### src/design/ccc_pkg.sv
// CCC package with the command codes, GET byte counts and event bit positions
package ccc_pkg;

  // Bit 7 set means a direct command
  typedef logic [7:0] ccc_code_t;
  typedef logic [2:0] cnt_t;

  localparam ccc_code_t BcastEnec = 8'h00;
  localparam ccc_code_t BcastDisec = 8'h01;
  localparam ccc_code_t BcastSetmwl = 8'h09;
  localparam ccc_code_t BcastSetmrl = 8'h0A;
  localparam ccc_code_t DirEnec = 8'h80;
  localparam ccc_code_t DirDisec = 8'h81;
  localparam ccc_code_t DirSetmwl = 8'h89;
  localparam ccc_code_t DirSetmrl = 8'h8A;
  localparam ccc_code_t DirGetmwl = 8'h8B;
  localparam ccc_code_t DirGetmrl = 8'h8C;
  localparam ccc_code_t DirGetpid = 8'h8D;
  localparam ccc_code_t DirGetbcr = 8'h8E;
  localparam ccc_code_t DirGetdcr = 8'h8F;

  // Bits of the ENEC and DISEC byte
  localparam int EvtIbiBit = 0;
  localparam int EvtCrrBit = 1;
  localparam int EvtHjBit = 3;

  // Third GETMRL byte, max IBI payload
  localparam logic [7:0] MrlFillByte = 8'hFF;

  // Number of bytes returned by a direct GET, zero when not a GET
  function automatic cnt_t get_len(ccc_code_t code);
    case (code)
      DirGetbcr, DirGetdcr: return cnt_t'(1);
      DirGetmwl: return cnt_t'(2);
      DirGetmrl: return cnt_t'(3);
      DirGetpid: return cnt_t'(6);
      default: return '0;
    endcase
  endfunction

endpackage

### src/design/i3c_bus_pkg.sv
// I3C bus package with the address, byte and register value types and bus constants
package i3c_bus_pkg;

  // Target address without the RnW bit
  typedef logic [6:0] addr_t;

  // One byte on the bus
  typedef logic [7:0] data_t;

  // Maximum write or read length
  typedef logic [15:0] len_t;

  // Provisioned ID, sent MSB byte first
  typedef logic [47:0] pid_t;

  // Broadcast address, always ACKed
  localparam addr_t RsvdAddr = 7'h7E;

  // Open-drain ACK pulls SDA low
  localparam logic AckBit = 1'b0;
  localparam logic NackBit = 1'b1;

endpackage
### src/design/ccc_data_if.sv
// CCC data interface carrying command and byte events to the SET and GET blocks
`timescale 1ns/1ps

interface ccc_data_if;

  ccc_pkg::ccc_code_t code;
  i3c_bus_pkg::data_t rx_byte;
  // Byte index within the current segment
  ccc_pkg::cnt_t rx_cnt;
  logic rx_stb;

  // Read side
  logic tx_load;
  logic tx_next;
  i3c_bus_pkg::data_t tx_data;
  logic tx_last;

  modport sequencer (
    output code, rx_byte, rx_cnt, rx_stb, tx_load, tx_next,
    input  tx_data, tx_last
  );

  modport setter (
    input code, rx_byte, rx_cnt, rx_stb
  );

  modport getter (
    input  code, tx_load, tx_next,
    output tx_data, tx_last
  );

endinterface

### src/design/ccc_top.sv
// CCC handler top connecting the sequencer, SET registers and GET source
`timescale 1ns/1ps

module ccc_top (
  input  logic               clk_i,
  input  logic               rst_ni,
  input  ccc_pkg::ccc_code_t ccc_i,
  input  logic               ccc_valid_i,
  output logic               done_fsm_o,
  input  logic               bus_rstart_det_i,
  input  logic               bus_stop_det_i,
  input  logic               bus_rx_done_i,
  input  i3c_bus_pkg::data_t bus_rx_data_i,
  output logic               bus_rx_req_bit_o,
  output logic               bus_rx_req_byte_o,
  input  logic               bus_tx_done_i,
  output logic               bus_tx_req_bit_o,
  output logic               bus_tx_req_byte_o,
  output i3c_bus_pkg::data_t bus_tx_req_value_o,
  output logic               bus_tx_sel_od_pp_o,
  input  i3c_bus_pkg::addr_t target_sta_address_i,
  input  logic               target_sta_address_valid_i,
  input  i3c_bus_pkg::addr_t target_dyn_address_i,
  input  logic               target_dyn_address_valid_i,
  input  i3c_bus_pkg::data_t get_bcr_i,
  input  i3c_bus_pkg::data_t get_dcr_i,
  input  i3c_bus_pkg::len_t  get_mwl_i,
  input  i3c_bus_pkg::len_t  get_mrl_i,
  input  i3c_bus_pkg::pid_t  get_pid_i,
  output logic               set_mwl_o,
  output i3c_bus_pkg::len_t  mwl_o,
  output logic               set_mrl_o,
  output i3c_bus_pkg::len_t  mrl_o,
  output logic               enec_ibi_o,
  output logic               enec_crr_o,
  output logic               enec_hj_o,
  output logic               disec_ibi_o,
  output logic               disec_crr_o,
  output logic               disec_hj_o
);

  ccc_data_if ccc_data ();

  ccc_sequencer i_ccc_sequencer (
    .clk_i                      (clk_i),
    .rst_ni                     (rst_ni),
    .ccc_i                      (ccc_i),
    .ccc_valid_i                (ccc_valid_i),
    .done_fsm_o                 (done_fsm_o),
    .bus_rstart_det_i           (bus_rstart_det_i),
    .bus_stop_det_i             (bus_stop_det_i),
    .bus_rx_done_i              (bus_rx_done_i),
    .bus_rx_data_i              (bus_rx_data_i),
    .bus_rx_req_bit_o           (bus_rx_req_bit_o),
    .bus_rx_req_byte_o          (bus_rx_req_byte_o),
    .bus_tx_done_i              (bus_tx_done_i),
    .bus_tx_req_bit_o           (bus_tx_req_bit_o),
    .bus_tx_req_byte_o          (bus_tx_req_byte_o),
    .bus_tx_req_value_o         (bus_tx_req_value_o),
    .bus_tx_sel_od_pp_o         (bus_tx_sel_od_pp_o),
    .target_sta_address_i       (target_sta_address_i),
    .target_sta_address_valid_i (target_sta_address_valid_i),
    .target_dyn_address_i       (target_dyn_address_i),
    .target_dyn_address_valid_i (target_dyn_address_valid_i),
    .data_o                     (ccc_data)
  );

  ccc_set_regs i_ccc_set_regs (
    .clk_i       (clk_i),
    .rst_ni      (rst_ni),
    .data_i      (ccc_data),
    .set_mwl_o   (set_mwl_o),
    .mwl_o       (mwl_o),
    .set_mrl_o   (set_mrl_o),
    .mrl_o       (mrl_o),
    .enec_ibi_o  (enec_ibi_o),
    .enec_crr_o  (enec_crr_o),
    .enec_hj_o   (enec_hj_o),
    .disec_ibi_o (disec_ibi_o),
    .disec_crr_o (disec_crr_o),
    .disec_hj_o  (disec_hj_o)
  );

  ccc_get_source i_ccc_get_source (
    .clk_i     (clk_i),
    .rst_ni    (rst_ni),
    .get_bcr_i (get_bcr_i),
    .get_dcr_i (get_dcr_i),
    .get_mwl_i (get_mwl_i),
    .get_mrl_i (get_mrl_i),
    .get_pid_i (get_pid_i),
    .data_io   (ccc_data)
  );

endmodule

### src/design/ccc_get_source.sv
// CCC GET source counting and selecting the bytes returned for direct GET commands
`timescale 1ns/1ps

module ccc_get_source (
  input  logic               clk_i,
  input  logic               rst_ni,
  input  i3c_bus_pkg::data_t get_bcr_i,
  input  i3c_bus_pkg::data_t get_dcr_i,
  input  i3c_bus_pkg::len_t  get_mwl_i,
  input  i3c_bus_pkg::len_t  get_mrl_i,
  input  i3c_bus_pkg::pid_t  get_pid_i,
  ccc_data_if.getter         data_io
);

  // Bytes left to send, the current one included
  ccc_pkg::cnt_t count_q;
  i3c_bus_pkg::data_t [5:0] pid_bytes;
  i3c_bus_pkg::data_t tx_byte;

  assign pid_bytes = get_pid_i;

  always_ff @(posedge clk_i or negedge rst_ni) begin
    if (!rst_ni) begin
      count_q <= '0;
    end else if (data_io.tx_load) begin
      count_q <= ccc_pkg::get_len(data_io.code);
    end else if (data_io.tx_next && count_q != '0) begin
      count_q <= count_q - 1'b1;
    end
  end

  // Highest count selects the MSB byte
  always_comb begin
    tx_byte = '0;
    if (count_q != '0) begin
      case (data_io.code)
        ccc_pkg::DirGetbcr: tx_byte = get_bcr_i;
        ccc_pkg::DirGetdcr: tx_byte = get_dcr_i;
        ccc_pkg::DirGetmwl: begin
          tx_byte = (count_q == ccc_pkg::cnt_t'(2)) ? get_mwl_i[15:8] : get_mwl_i[7:0];
        end
        ccc_pkg::DirGetmrl: begin
          if (count_q == ccc_pkg::cnt_t'(3)) tx_byte = get_mrl_i[15:8];
          else if (count_q == ccc_pkg::cnt_t'(2)) tx_byte = get_mrl_i[7:0];
          else tx_byte = ccc_pkg::MrlFillByte;
        end
        ccc_pkg::DirGetpid: tx_byte = pid_bytes[count_q - 1'b1];
        default: tx_byte = '0;
      endcase
    end
  end

  assign data_io.tx_data = tx_byte;
  assign data_io.tx_last = (count_q == ccc_pkg::cnt_t'(1));

  a_next_with_data: assert property (@(posedge clk_i) disable iff (!rst_ni)
    data_io.tx_next |-> count_q != '0);

endmodule

### src/design/ccc_set_regs.sv
// CCC SET registers building max lengths and event enables from received bytes
`timescale 1ns/1ps

module ccc_set_regs (
  input  logic              clk_i,
  input  logic              rst_ni,
  ccc_data_if.setter        data_i,
  output logic              set_mwl_o,
  output i3c_bus_pkg::len_t mwl_o,
  output logic              set_mrl_o,
  output i3c_bus_pkg::len_t mrl_o,
  output logic              enec_ibi_o,
  output logic              enec_crr_o,
  output logic              enec_hj_o,
  output logic              disec_ibi_o,
  output logic              disec_crr_o,
  output logic              disec_hj_o
);

  logic first_byte;
  logic second_byte;

  assign first_byte = (data_i.rx_cnt == ccc_pkg::cnt_t'(0));
  assign second_byte = (data_i.rx_cnt == ccc_pkg::cnt_t'(1));

  // Lengths arrive MSB first, later bytes are ignored
  always_ff @(posedge clk_i or negedge rst_ni) begin
    if (!rst_ni) begin
      set_mwl_o <= 1'b0;
      set_mrl_o <= 1'b0;
      mwl_o <= '0;
      mrl_o <= '0;
      enec_ibi_o <= 1'b0;
      enec_crr_o <= 1'b0;
      enec_hj_o <= 1'b0;
      disec_ibi_o <= 1'b0;
      disec_crr_o <= 1'b0;
      disec_hj_o <= 1'b0;
    end else begin
      set_mwl_o <= 1'b0;
      set_mrl_o <= 1'b0;
      if (data_i.rx_stb) begin
        case (data_i.code)
          ccc_pkg::BcastSetmwl, ccc_pkg::DirSetmwl: begin
            if (first_byte) mwl_o[15:8] <= data_i.rx_byte;
            if (second_byte) begin
              mwl_o[7:0] <= data_i.rx_byte;
              set_mwl_o <= 1'b1;
            end
          end
          ccc_pkg::BcastSetmrl, ccc_pkg::DirSetmrl: begin
            if (first_byte) mrl_o[15:8] <= data_i.rx_byte;
            if (second_byte) begin
              mrl_o[7:0] <= data_i.rx_byte;
              set_mrl_o <= 1'b1;
            end
          end
          ccc_pkg::BcastEnec, ccc_pkg::DirEnec: begin
            if (first_byte) begin
              enec_ibi_o <= data_i.rx_byte[ccc_pkg::EvtIbiBit];
              enec_crr_o <= data_i.rx_byte[ccc_pkg::EvtCrrBit];
              enec_hj_o <= data_i.rx_byte[ccc_pkg::EvtHjBit];
            end
          end
          ccc_pkg::BcastDisec, ccc_pkg::DirDisec: begin
            if (first_byte) begin
              disec_ibi_o <= data_i.rx_byte[ccc_pkg::EvtIbiBit];
              disec_crr_o <= data_i.rx_byte[ccc_pkg::EvtCrrBit];
              disec_hj_o <= data_i.rx_byte[ccc_pkg::EvtHjBit];
            end
          end
          default: begin
          end
        endcase
      end
    end
  end

  a_one_set_strobe: assert property (@(posedge clk_i) disable iff (!rst_ni)
    !(set_mwl_o && set_mrl_o));

endmodule

### src/design/ccc_sequencer.sv
// CCC sequencer FSM walking the frame, matching addresses and driving bus requests
`timescale 1ns/1ps

module ccc_sequencer (
  input  logic                  clk_i,
  input  logic                  rst_ni,
  input  ccc_pkg::ccc_code_t    ccc_i,
  input  logic                  ccc_valid_i,
  output logic                  done_fsm_o,
  input  logic                  bus_rstart_det_i,
  input  logic                  bus_stop_det_i,
  input  logic                  bus_rx_done_i,
  input  i3c_bus_pkg::data_t    bus_rx_data_i,
  output logic                  bus_rx_req_bit_o,
  output logic                  bus_rx_req_byte_o,
  input  logic                  bus_tx_done_i,
  output logic                  bus_tx_req_bit_o,
  output logic                  bus_tx_req_byte_o,
  output i3c_bus_pkg::data_t    bus_tx_req_value_o,
  output logic                  bus_tx_sel_od_pp_o,
  input  i3c_bus_pkg::addr_t    target_sta_address_i,
  input  logic                  target_sta_address_valid_i,
  input  i3c_bus_pkg::addr_t    target_dyn_address_i,
  input  logic                  target_dyn_address_valid_i,
  ccc_data_if.sequencer         data_o
);

  typedef enum logic [3:0] {
    Idle,
    WaitCCC,
    RxTbit,
    RxByte,
    RxByteTbit,
    RxDirectAddr,
    TxAddrAck,
    RxData,
    RxDataTbit,
    TxData,
    TxDataTbit,
    WaitForBusCond,
    WaitForStop,
    DoneCCC
  } state_e;

  state_e state_q, state_d;

  ccc_pkg::ccc_code_t code_q;
  i3c_bus_pkg::addr_t addr_q;
  logic rnw_q;
  logic addr_stb_q;
  i3c_bus_pkg::data_t rx_byte_q;
  ccc_pkg::cnt_t rx_cnt_q;
  logic rx_stb_q;

  logic is_direct;
  logic is_rsvd_addr;
  logic is_our_addr;
  logic ack_read;
  logic get_empty;
  logic rstart_clr;

  assign is_direct = code_q[7];
  assign is_rsvd_addr = (addr_q == i3c_bus_pkg::RsvdAddr);
  assign ack_read = is_our_addr && !is_rsvd_addr && rnw_q;
  assign get_empty = (ccc_pkg::get_len(code_q) == '0);
  assign rstart_clr = bus_rstart_det_i &&
                      (state_q inside {RxByte, RxData, TxData, WaitForBusCond});

  // Dynamic address wins over static
  always_comb begin
    if (target_dyn_address_valid_i) begin
      is_our_addr = (addr_q == target_dyn_address_i);
    end else if (target_sta_address_valid_i) begin
      is_our_addr = (addr_q == target_sta_address_i);
    end else begin
      is_our_addr = 1'b0;
    end
  end

  always_comb begin
    state_d = state_q;
    done_fsm_o = 1'b0;
    bus_rx_req_bit_o = 1'b0;
    bus_rx_req_byte_o = 1'b0;
    bus_tx_req_bit_o = 1'b0;
    bus_tx_req_byte_o = 1'b0;
    bus_tx_req_value_o = '0;
    bus_tx_sel_od_pp_o = 1'b0;
    case (state_q)
      Idle: state_d = WaitCCC;
      WaitCCC: begin
        if (ccc_valid_i) state_d = RxTbit;
      end
      RxTbit: begin
        bus_rx_req_bit_o = 1'b1;
        if (bus_rx_done_i) state_d = is_direct ? RxByte : RxData;
      end
      // Direct command bytes are skipped until a repeated start
      RxByte: begin
        bus_rx_req_byte_o = !bus_rstart_det_i;
        if (bus_rstart_det_i) state_d = RxDirectAddr;
        else if (bus_rx_done_i) state_d = RxByteTbit;
      end
      RxByteTbit: begin
        bus_rx_req_bit_o = 1'b1;
        if (bus_rx_done_i) state_d = RxByte;
      end
      RxDirectAddr: begin
        bus_rx_req_byte_o = 1'b1;
        if (bus_rx_done_i) state_d = TxAddrAck;
      end
      TxAddrAck: begin
        bus_tx_req_bit_o = 1'b1;
        bus_tx_req_value_o = {7'h00, (is_our_addr || is_rsvd_addr) ?
                              i3c_bus_pkg::AckBit : i3c_bus_pkg::NackBit};
        if (bus_tx_done_i) begin
          if (is_rsvd_addr) state_d = WaitForStop;
          else if (ack_read) state_d = get_empty ? WaitForBusCond : TxData;
          else if (is_our_addr) state_d = RxData;
          else state_d = WaitForBusCond;
        end
      end
      RxData: begin
        bus_rx_req_byte_o = !bus_rstart_det_i;
        if (bus_rstart_det_i) state_d = RxDirectAddr;
        else if (bus_rx_done_i) state_d = RxDataTbit;
      end
      RxDataTbit: begin
        bus_rx_req_bit_o = 1'b1;
        if (bus_rx_done_i) state_d = RxData;
      end
      TxData: begin
        bus_tx_req_byte_o = 1'b1;
        bus_tx_req_value_o = data_o.tx_data;
        bus_tx_sel_od_pp_o = 1'b1;
        if (bus_rstart_det_i) state_d = RxDirectAddr;
        else if (bus_tx_done_i) state_d = TxDataTbit;
      end
      // T-bit of 1 means more data follows
      TxDataTbit: begin
        bus_tx_req_bit_o = 1'b1;
        bus_tx_req_value_o = {7'h00, !data_o.tx_last};
        bus_tx_sel_od_pp_o = 1'b1;
        if (bus_tx_done_i) state_d = data_o.tx_last ? WaitForBusCond : TxData;
      end
      WaitForBusCond: begin
        if (bus_rstart_det_i) state_d = RxDirectAddr;
      end
      // Only a stop leaves this state
      WaitForStop: state_d = WaitForStop;
      DoneCCC: begin
        done_fsm_o = 1'b1;
        state_d = Idle;
      end
      default: state_d = Idle;
    endcase
  end

  always_ff @(posedge clk_i or negedge rst_ni) begin
    if (!rst_ni) begin
      state_q <= Idle;
      code_q <= '0;
      addr_q <= '0;
      rnw_q <= 1'b0;
      addr_stb_q <= 1'b0;
    end else begin
      state_q <= bus_stop_det_i ? DoneCCC : state_d;
      if (state_q == WaitCCC && ccc_valid_i) code_q <= ccc_i;
      addr_stb_q <= (state_q == RxDirectAddr) && bus_rx_done_i;
      if (state_q == RxDirectAddr && bus_rx_done_i) begin
        addr_q <= bus_rx_data_i[7:1];
        rnw_q <= bus_rx_data_i[0];
      end
    end
  end

  always_ff @(posedge clk_i) begin
    if (state_q == RxData && bus_rx_done_i) rx_byte_q <= bus_rx_data_i;
  end

  // Strobe lands one cycle after the T-bit, index advances after the strobe
  always_ff @(posedge clk_i or negedge rst_ni) begin
    if (!rst_ni) begin
      rx_stb_q <= 1'b0;
      rx_cnt_q <= '0;
    end else begin
      rx_stb_q <= (state_q == RxDataTbit) && bus_rx_done_i && !bus_stop_det_i;
      if ((state_q == WaitCCC && ccc_valid_i) || rstart_clr) begin
        rx_cnt_q <= '0;
      end else if (rx_stb_q && rx_cnt_q != '1) begin
        rx_cnt_q <= rx_cnt_q + 1'b1;
      end
    end
  end

  assign data_o.code = code_q;
  assign data_o.rx_byte = rx_byte_q;
  assign data_o.rx_cnt = rx_cnt_q;
  assign data_o.rx_stb = rx_stb_q;
  // Count is loaded in the first ACK cycle, before the first byte
  assign data_o.tx_load = addr_stb_q && (state_q == TxAddrAck) && ack_read;
  assign data_o.tx_next = (state_q == TxDataTbit) && bus_tx_done_i;

  a_one_request: assert property (@(posedge clk_i) disable iff (!rst_ni)
    $onehot0({bus_rx_req_bit_o, bus_rx_req_byte_o, bus_tx_req_bit_o, bus_tx_req_byte_o}));

  // Transmit value held until the bus side finishes
  a_tx_value_held: assert property (@(posedge clk_i) disable iff (!rst_ni)
    (bus_tx_req_bit_o || bus_tx_req_byte_o) && !bus_tx_done_i &&
    !bus_stop_det_i && !bus_rstart_det_i |=> $stable(bus_tx_req_value_o));

endmodule

### config.mk
export PLATFORM = sky130hd
export DESIGN_NAME = ccc_top
export DESIGN_NICKNAME = d
export VERILOG_FILES = /design/src/design/ccc_pkg.sv /design/src/design/i3c_bus_pkg.sv /design/src/design/ccc_data_if.sv /design/src/design/ccc_top.sv /design/src/design/ccc_get_source.sv /design/src/design/ccc_set_regs.sv /design/src/design/ccc_sequencer.sv
export SDC_FILE = /design/constraint.sdc
export NUM_CORES = 1
export LEC_CHECK = 0
export BUFFER_PORTS_ARGS = -buffer_cell sky130_fd_sc_hd__buf_2
export CORE_MARGIN = 2
export CORE_UTILIZATION = 50
export DETAILED_ROUTE_END_ITERATION = 10
export PLACE_DENSITY = 0.83
export REMOVE_ABC_BUFFERS = 1
export SLEW_MARGIN = 15
export SYNTH_ARGS = -nofsm -noshare
export SYNTH_HDL_FRONTEND = slang
export SYNTH_HIERARCHICAL = 1
export SYNTH_SLANG_ARGS = --single-unit
### constraint.sdc
create_clock -name clk_i -period 3.3 [get_ports clk_i]
set_input_delay 0.33 -clock clk_i [delete_from_list [all_inputs] [get_ports clk_i]]
set_output_delay 0.33 -clock clk_i [all_outputs]
set_load 0.01 [all_outputs]
Yosys cells after proc, flatten, opt, wreduce, memory -nomap -nowiden

Index checks and enable logic that the tools add are counted.

Add/sub/neg operators: 2
$lt $le $gt $ge: 1
Equal/unequal tests: 44
Mux-type cells: 49
Reduce and logical (&&, ||, !) cells: 43

Operators by type and width:

| kind                 | number |
|---|---|
| $eq A8 B8 Y1 const B | 9 |
| $mux W4              | 18 |
| $pmux W4 S13         | 1 |
| $mux W8              | 5 |
| $pmux W8 S5          | 1 |
| $ne A3 B3 Y1 const B | 9 |
| $bmux W8 S3          | 1 |
| $eq A4 B4 Y1 const B | 6 |
| $pmux W8 S3          | 1 |
| $reduce_and A3 Y1    | 6 |
| $eq A4 B3 Y1 const B | 4 |
| $eq A8 B4 Y1 const B | 2 |
| $reduce_or A2 Y1     | 8 |
| $mux W3              | 5 |
| $eq A7 B7 Y1         | 2 |
| $logic_and A1 B1 Y1  | 13 |
| $mux W1              | 13 |
| $ne A4 B4 Y1 const B | 3 |
| $pmux W3 S4          | 1 |
| $reduce_and A11 Y1   | 1 |
| $eq A4 B2 Y1 const B | 2 |
| $eq A8 B1 Y1 const B | 1 |
| $logic_not A8 Y1     | 1 |
| $eq A7 B7 Y1 const B | 1 |
| 16 further kinds     | 25 |

Bits in registers: 76
Input port bits: 135
Output and inout port bits: 54
Logic and storage cells: 160

Longest topological paths before layout

Depth in word-level cells: 10
Gate-level depth with buffers: 11
Gate-level depth less buffers: 8

By module

Netlist, hierarchy kept.

Modules (own cells, without submodules):

| module         | instances | cells each | area an instance (µm²) | sequential area each (µm²) |
|---|---|---|---|---|
| ccc_sequencer  | 1         | 198        | 2062.0                 | 865.8 |
| ccc_set_regs   | 1         | 96         | 1630.3                 | 1001.0 |
| ccc_get_source | 1         | 163        | 1282.5                 | 75.1 |

Least setup slack after synthesis

OpenSTA, ideal clock, no wires.

Kind: flip-flop to output port
Start: register i_ccc_get_source.count_q[0]
End: output port bus_tx_req_value_o[0]
Data arrival time: 2.184 ns
Data required time: 2.970 ns
Setup slack: 0.786 ns
Cell stages (with the launch flop): 12
Path buffers: 3
Cell sequence: dfrtp_1 > buf_6 > buf_6 > inv_1 > ha_1 > clkbuf_1 > mux4_2 > nor2b_1 > a31oi_1 > o22ai_1 > a21oi_1 > o21ai_0

Longest elaborated chain between the ends: 6
Elaborated cells between the ends (all ways): 14
Classes of those cells: add/sub: 1; eq/ne: 3; mux: 8; reduce/logical: 2

RTL lines:

| item                                                 | line                                                             | text |
|---|---|---|
| from (decl)                                          | ccc_get_source.sv:16                                             | `ccc_pkg::cnt_t count_q;` |
| from (signal assigned)                               | ccc_get_source.sv:26                                             | `count_q <= ccc_pkg::get_len(data_io.code);` |
| from (signal assigned)                               | ccc_get_source.sv:28                                             | `count_q <= count_q - 1'b1;` |
| $sub A3 B1 Y3 / $eq A3 B2 Y1 (equally long branches) | ccc_get_source.sv:47, ccc_get_source.sv:40, ccc_get_source.sv:44 |  |
| $bmux W8 S3 / $mux W8 (equally long branches)        | ccc_get_source.sv:47, ccc_get_source.sv:44                       |  |
| $mux W8 (on tied branches)                           | ccc_get_source.sv:47, ccc_get_source.sv:43                       |  |
| $pmux W8 S5                                          | ccc_get_source.sv:36                                             | `case (data_io.code)` |
| $mux W8 (*)                                          | ccc_get_source.sv:35                                             | `if (count_q != '0) begin` |
| named net ccc_data.tx_data[0]                        | ccc_data_if.sv:15                                                | `i3c_bus_pkg::data_t tx_data;` |
| $pmux W8 S3 (*)                                      | ccc_sequencer.sv:89                                              | `case (state_q)` |
| to (decl)                                            | ccc_top.sv:19                                                    | `output i3c_bus_pkg::data_t bus_tx_req_value_o,` |

The timed path passes the listed nets; every way through them passes the cells marked *. The select of a mux whose other input is x is not followed.

Final worst setup path

Same ends and word-level chain as after synthesis.

==> impl_metrics.tcl <==
set metrics [dict create \
    fmax_ghz 0.327 \
    final_core_util 0.633 \
    critical_path_class "flop to output pin" \
    worst_slack_ps 240 \
    ff_latch_area_sq_um 1940 \
    synth_top_area_frac 0.342 \
    crit_path_max_fanout 17 \
    grt-ovfl-total 0 \
    critPathRequiredTime_ps 2970 \
    crit_chain "inv_1, ha_1, nand2b_1, a211o_1, a32oi_1, o22ai_1, a21oi_1, o21ai_0, buf_2" \
    hp-class "input port to asynchronous set/reset pin" \
    port_buffers 188 \
    synth.avg_cell_area_sq_um 10.9 \
    maxCapViolCount 0 \
    ctsResizeCount 0 \
    synth_edf_count 8 \
    clkTransAtPathRegs_ps 80 \
    num_rows 36 \
    cts_tree "yes" \
    cpMaxStageDelayCell "ha_1" \
    startpoint "i_ccc_get_source/count_q[0]" \
    status "complete, no violations" \
    synthCells 457 \
    synth_area_leaders "dfrtp_1 (34%), mux2_2 (9.3%), edfxtp_1 (4.8%)" \
    worstSetupStartpointType "flop" \
    num_io_pins 189 \
    drt_iter0_markers 273 \
    dpl-instance-area_sq_um 5930 \
    final_nets 776 \
    slowest_delay_ps 480 \
    fin_area_sq_um 6150 \
    period_minus_slack_ps 3060 \
    place.gp.congestion 0.961 \
    total_power_mw 3.93 \
    tns_ps 0 \
    relSlewSlack 0.476 \
    ys.flop_type "dfrtp_1" \
    clock_sinks 76 \
    antenna_found_initial 0 \
    yosysWarnings 6 \
    post-cts-setup-buffer-count 0 \
    end_kind "output pin" \
    yosysTopAreaCell "dfrtp_1" \
    wl_um 13400 \
    clock_latency_ps 340 \
    yosysMostFrequentCell "dfrtp_1" \
    htree_levels 3 \
    synth_common_cells "dfrtp_1 (68), mux2_2 (41), a21oi_1 (25), nor2_1 (20), o21ai_0 (20)" \
    synthDistinctLibCells 62 \
    diodes 0 \
    crit_buf_inv 2 \
    die_h_um 104 \
    rsz0062_at_grt "false" \
    vias 4407 \
    root_buffer "clkbuf_8" \
    finClkSkew_ps 9.23 \
    initial_core_util 0.511 \
    dieArea_sq_um 10800 \
    grt_max_degree 38 \
    ys_ff_latch 76 \
    drtPass1Iterations 7 \
    cts.path.max_buffers 2 \
    ant_nets 0 \
    fin_crit_sh 0.927 \
    seq_area_frac_synth 0.390 \
    grt_pass1_vias 4394 \
    fill_cells 815 \
    crit_family "compound AO/OA/AOI/OAI gates" \
    r2r-start "i_ccc_sequencer/data_o.code[5]" \
    dp_cells 756 \
    cts_buffers 9 \
    p_per_area_nw_per_um2 638 \
    final_cells 772 \
    dp_slack_ps 645 \
    ctsHoldBuffers 0 \
    leakage_nw 3.11 \
    routedWlPerCell_um 17.4 \
    async_flop_share 0.895 \
    worst_pin_slew_ps 786 \
    core_area_sq_um 9730 \
    dp_hpwl_um 10500 \
    hold_violations 0 \
    ir_worst_vdd_mv 0.343 \
    slew_violations 0 \
    finalSetupViolations 0 \
    grt_pass1_wl_um 22200 \
    multi_input_area_sq_um 2780 \
    via_per_inst 5.71 \
    die_x_um 104 \
    cp.arrival_ps 2730 \
    drive_above_1_share 0.451 \
    holdWs_ps 62.6 \
    synth_area_sq_um 4970 \
    grtUsageTotal 0.253 \
    syn2layout_area_growth_pct 23.7 \
    drc 0 \
]
registers in the layout (all words and copies together), names as in the netlist, 3 cells and up:
register / count
i_ccc_set_regs/mwl_o: 16
i_ccc_sequencer/state_q: 4
i_ccc_sequencer/data_o.rx_cnt: 3
i_ccc_sequencer/addr_q: 7
i_ccc_get_source/count_q: 3
i_ccc_sequencer/data_o.code: 8
i_ccc_set_regs/mrl_o: 16
i_ccc_sequencer/data_o.rx_byte: 8
worst register-to-register path: stages, from the launching register on:
cell and delay [ps]:
dfrtp_1 410, or4_1 660, or4b_1 820, mux2_4 400
layout by cell type, fill, tap and decap left out, types with 12 or more instances in the layout:
cell type	netlist	routed
nor2b_1	18	18
o21ai_0	20	20
mux2_2	41	41
nor2_1	20	20
nand2b_1	12	12
nand2_1	12	12
buf_2	6	188
mux2_4	16	16
nor3_1	12	12
a21oi_1	25	25
inv_1	16	16
xnor2_1	16	16
dfrtp_1	68	68
cell type report:
type,count,share of cell area
Clock inverter,7,0.0161
Timing Repair Buffer,193,0.159
Tap cell,133,0.0270
Inverter,17,0.0104
Sequential cell,76,0.316
Multi-Input combinational cell,337,0.452
Clock buffer,9,0.0201
final timing paths:
check                                                    end  depth (start not counted)  slack (ps)
max in group asynchronous           i_ccc_set_regs/mrl_o[14]                          2        2330
hold / removal                       i_ccc_set_regs/mwl_o[6]                          1          60
min in group clk_i         i_ccc_sequencer/data_o.rx_byte[1]                          1         180
hold reg to reg                      i_ccc_set_regs/mwl_o[4]                          1         510
setup / recovery                       bus_tx_req_value_o[0]                          9         240
setup reg to reg                    i_ccc_set_regs/mwl_o[11]                          3         910
layer usage:
| metal | wire length, um | vias to the layer above | GRT usage |
|---|---|---|---|
| met1 | 5620 | 2132 | 0.334 |
| li1 | - | 2061 | - |
| met5 | 0 | - | 0 |
| met3 | 841 | 24 | 0.0522 |
| met4 | 190 | 0 | 0.0502 |
| met2 | 6790 | 190 | 0.433 |
cell families after synthesis:
logic type | synth area share
buffers and inverters | 0.0506
adder cells (fa/ha/maj) | 0.0196
AND/OR/NAND/NOR | 0.189
multiplexers | 0.195
flip-flops | 0.390
XOR/XNOR | 0.0332
AO/OA/AOI/OAI | 0.122
report_power, final:
group | total, mW | switching, mW | internal (mW) | leakage (nW)
clock | 0.781 | 0.350 | 0.431 | 0.110
combinational | 1.75 | 0.924 | 0.827 | 2.03
sequential | 1.39 | 0.287 | 1.11 | 0.971
total | 3.93 | 1.56 | 2.37 | 3.11
Note: power is estimated with default switching activity, not from simulation.
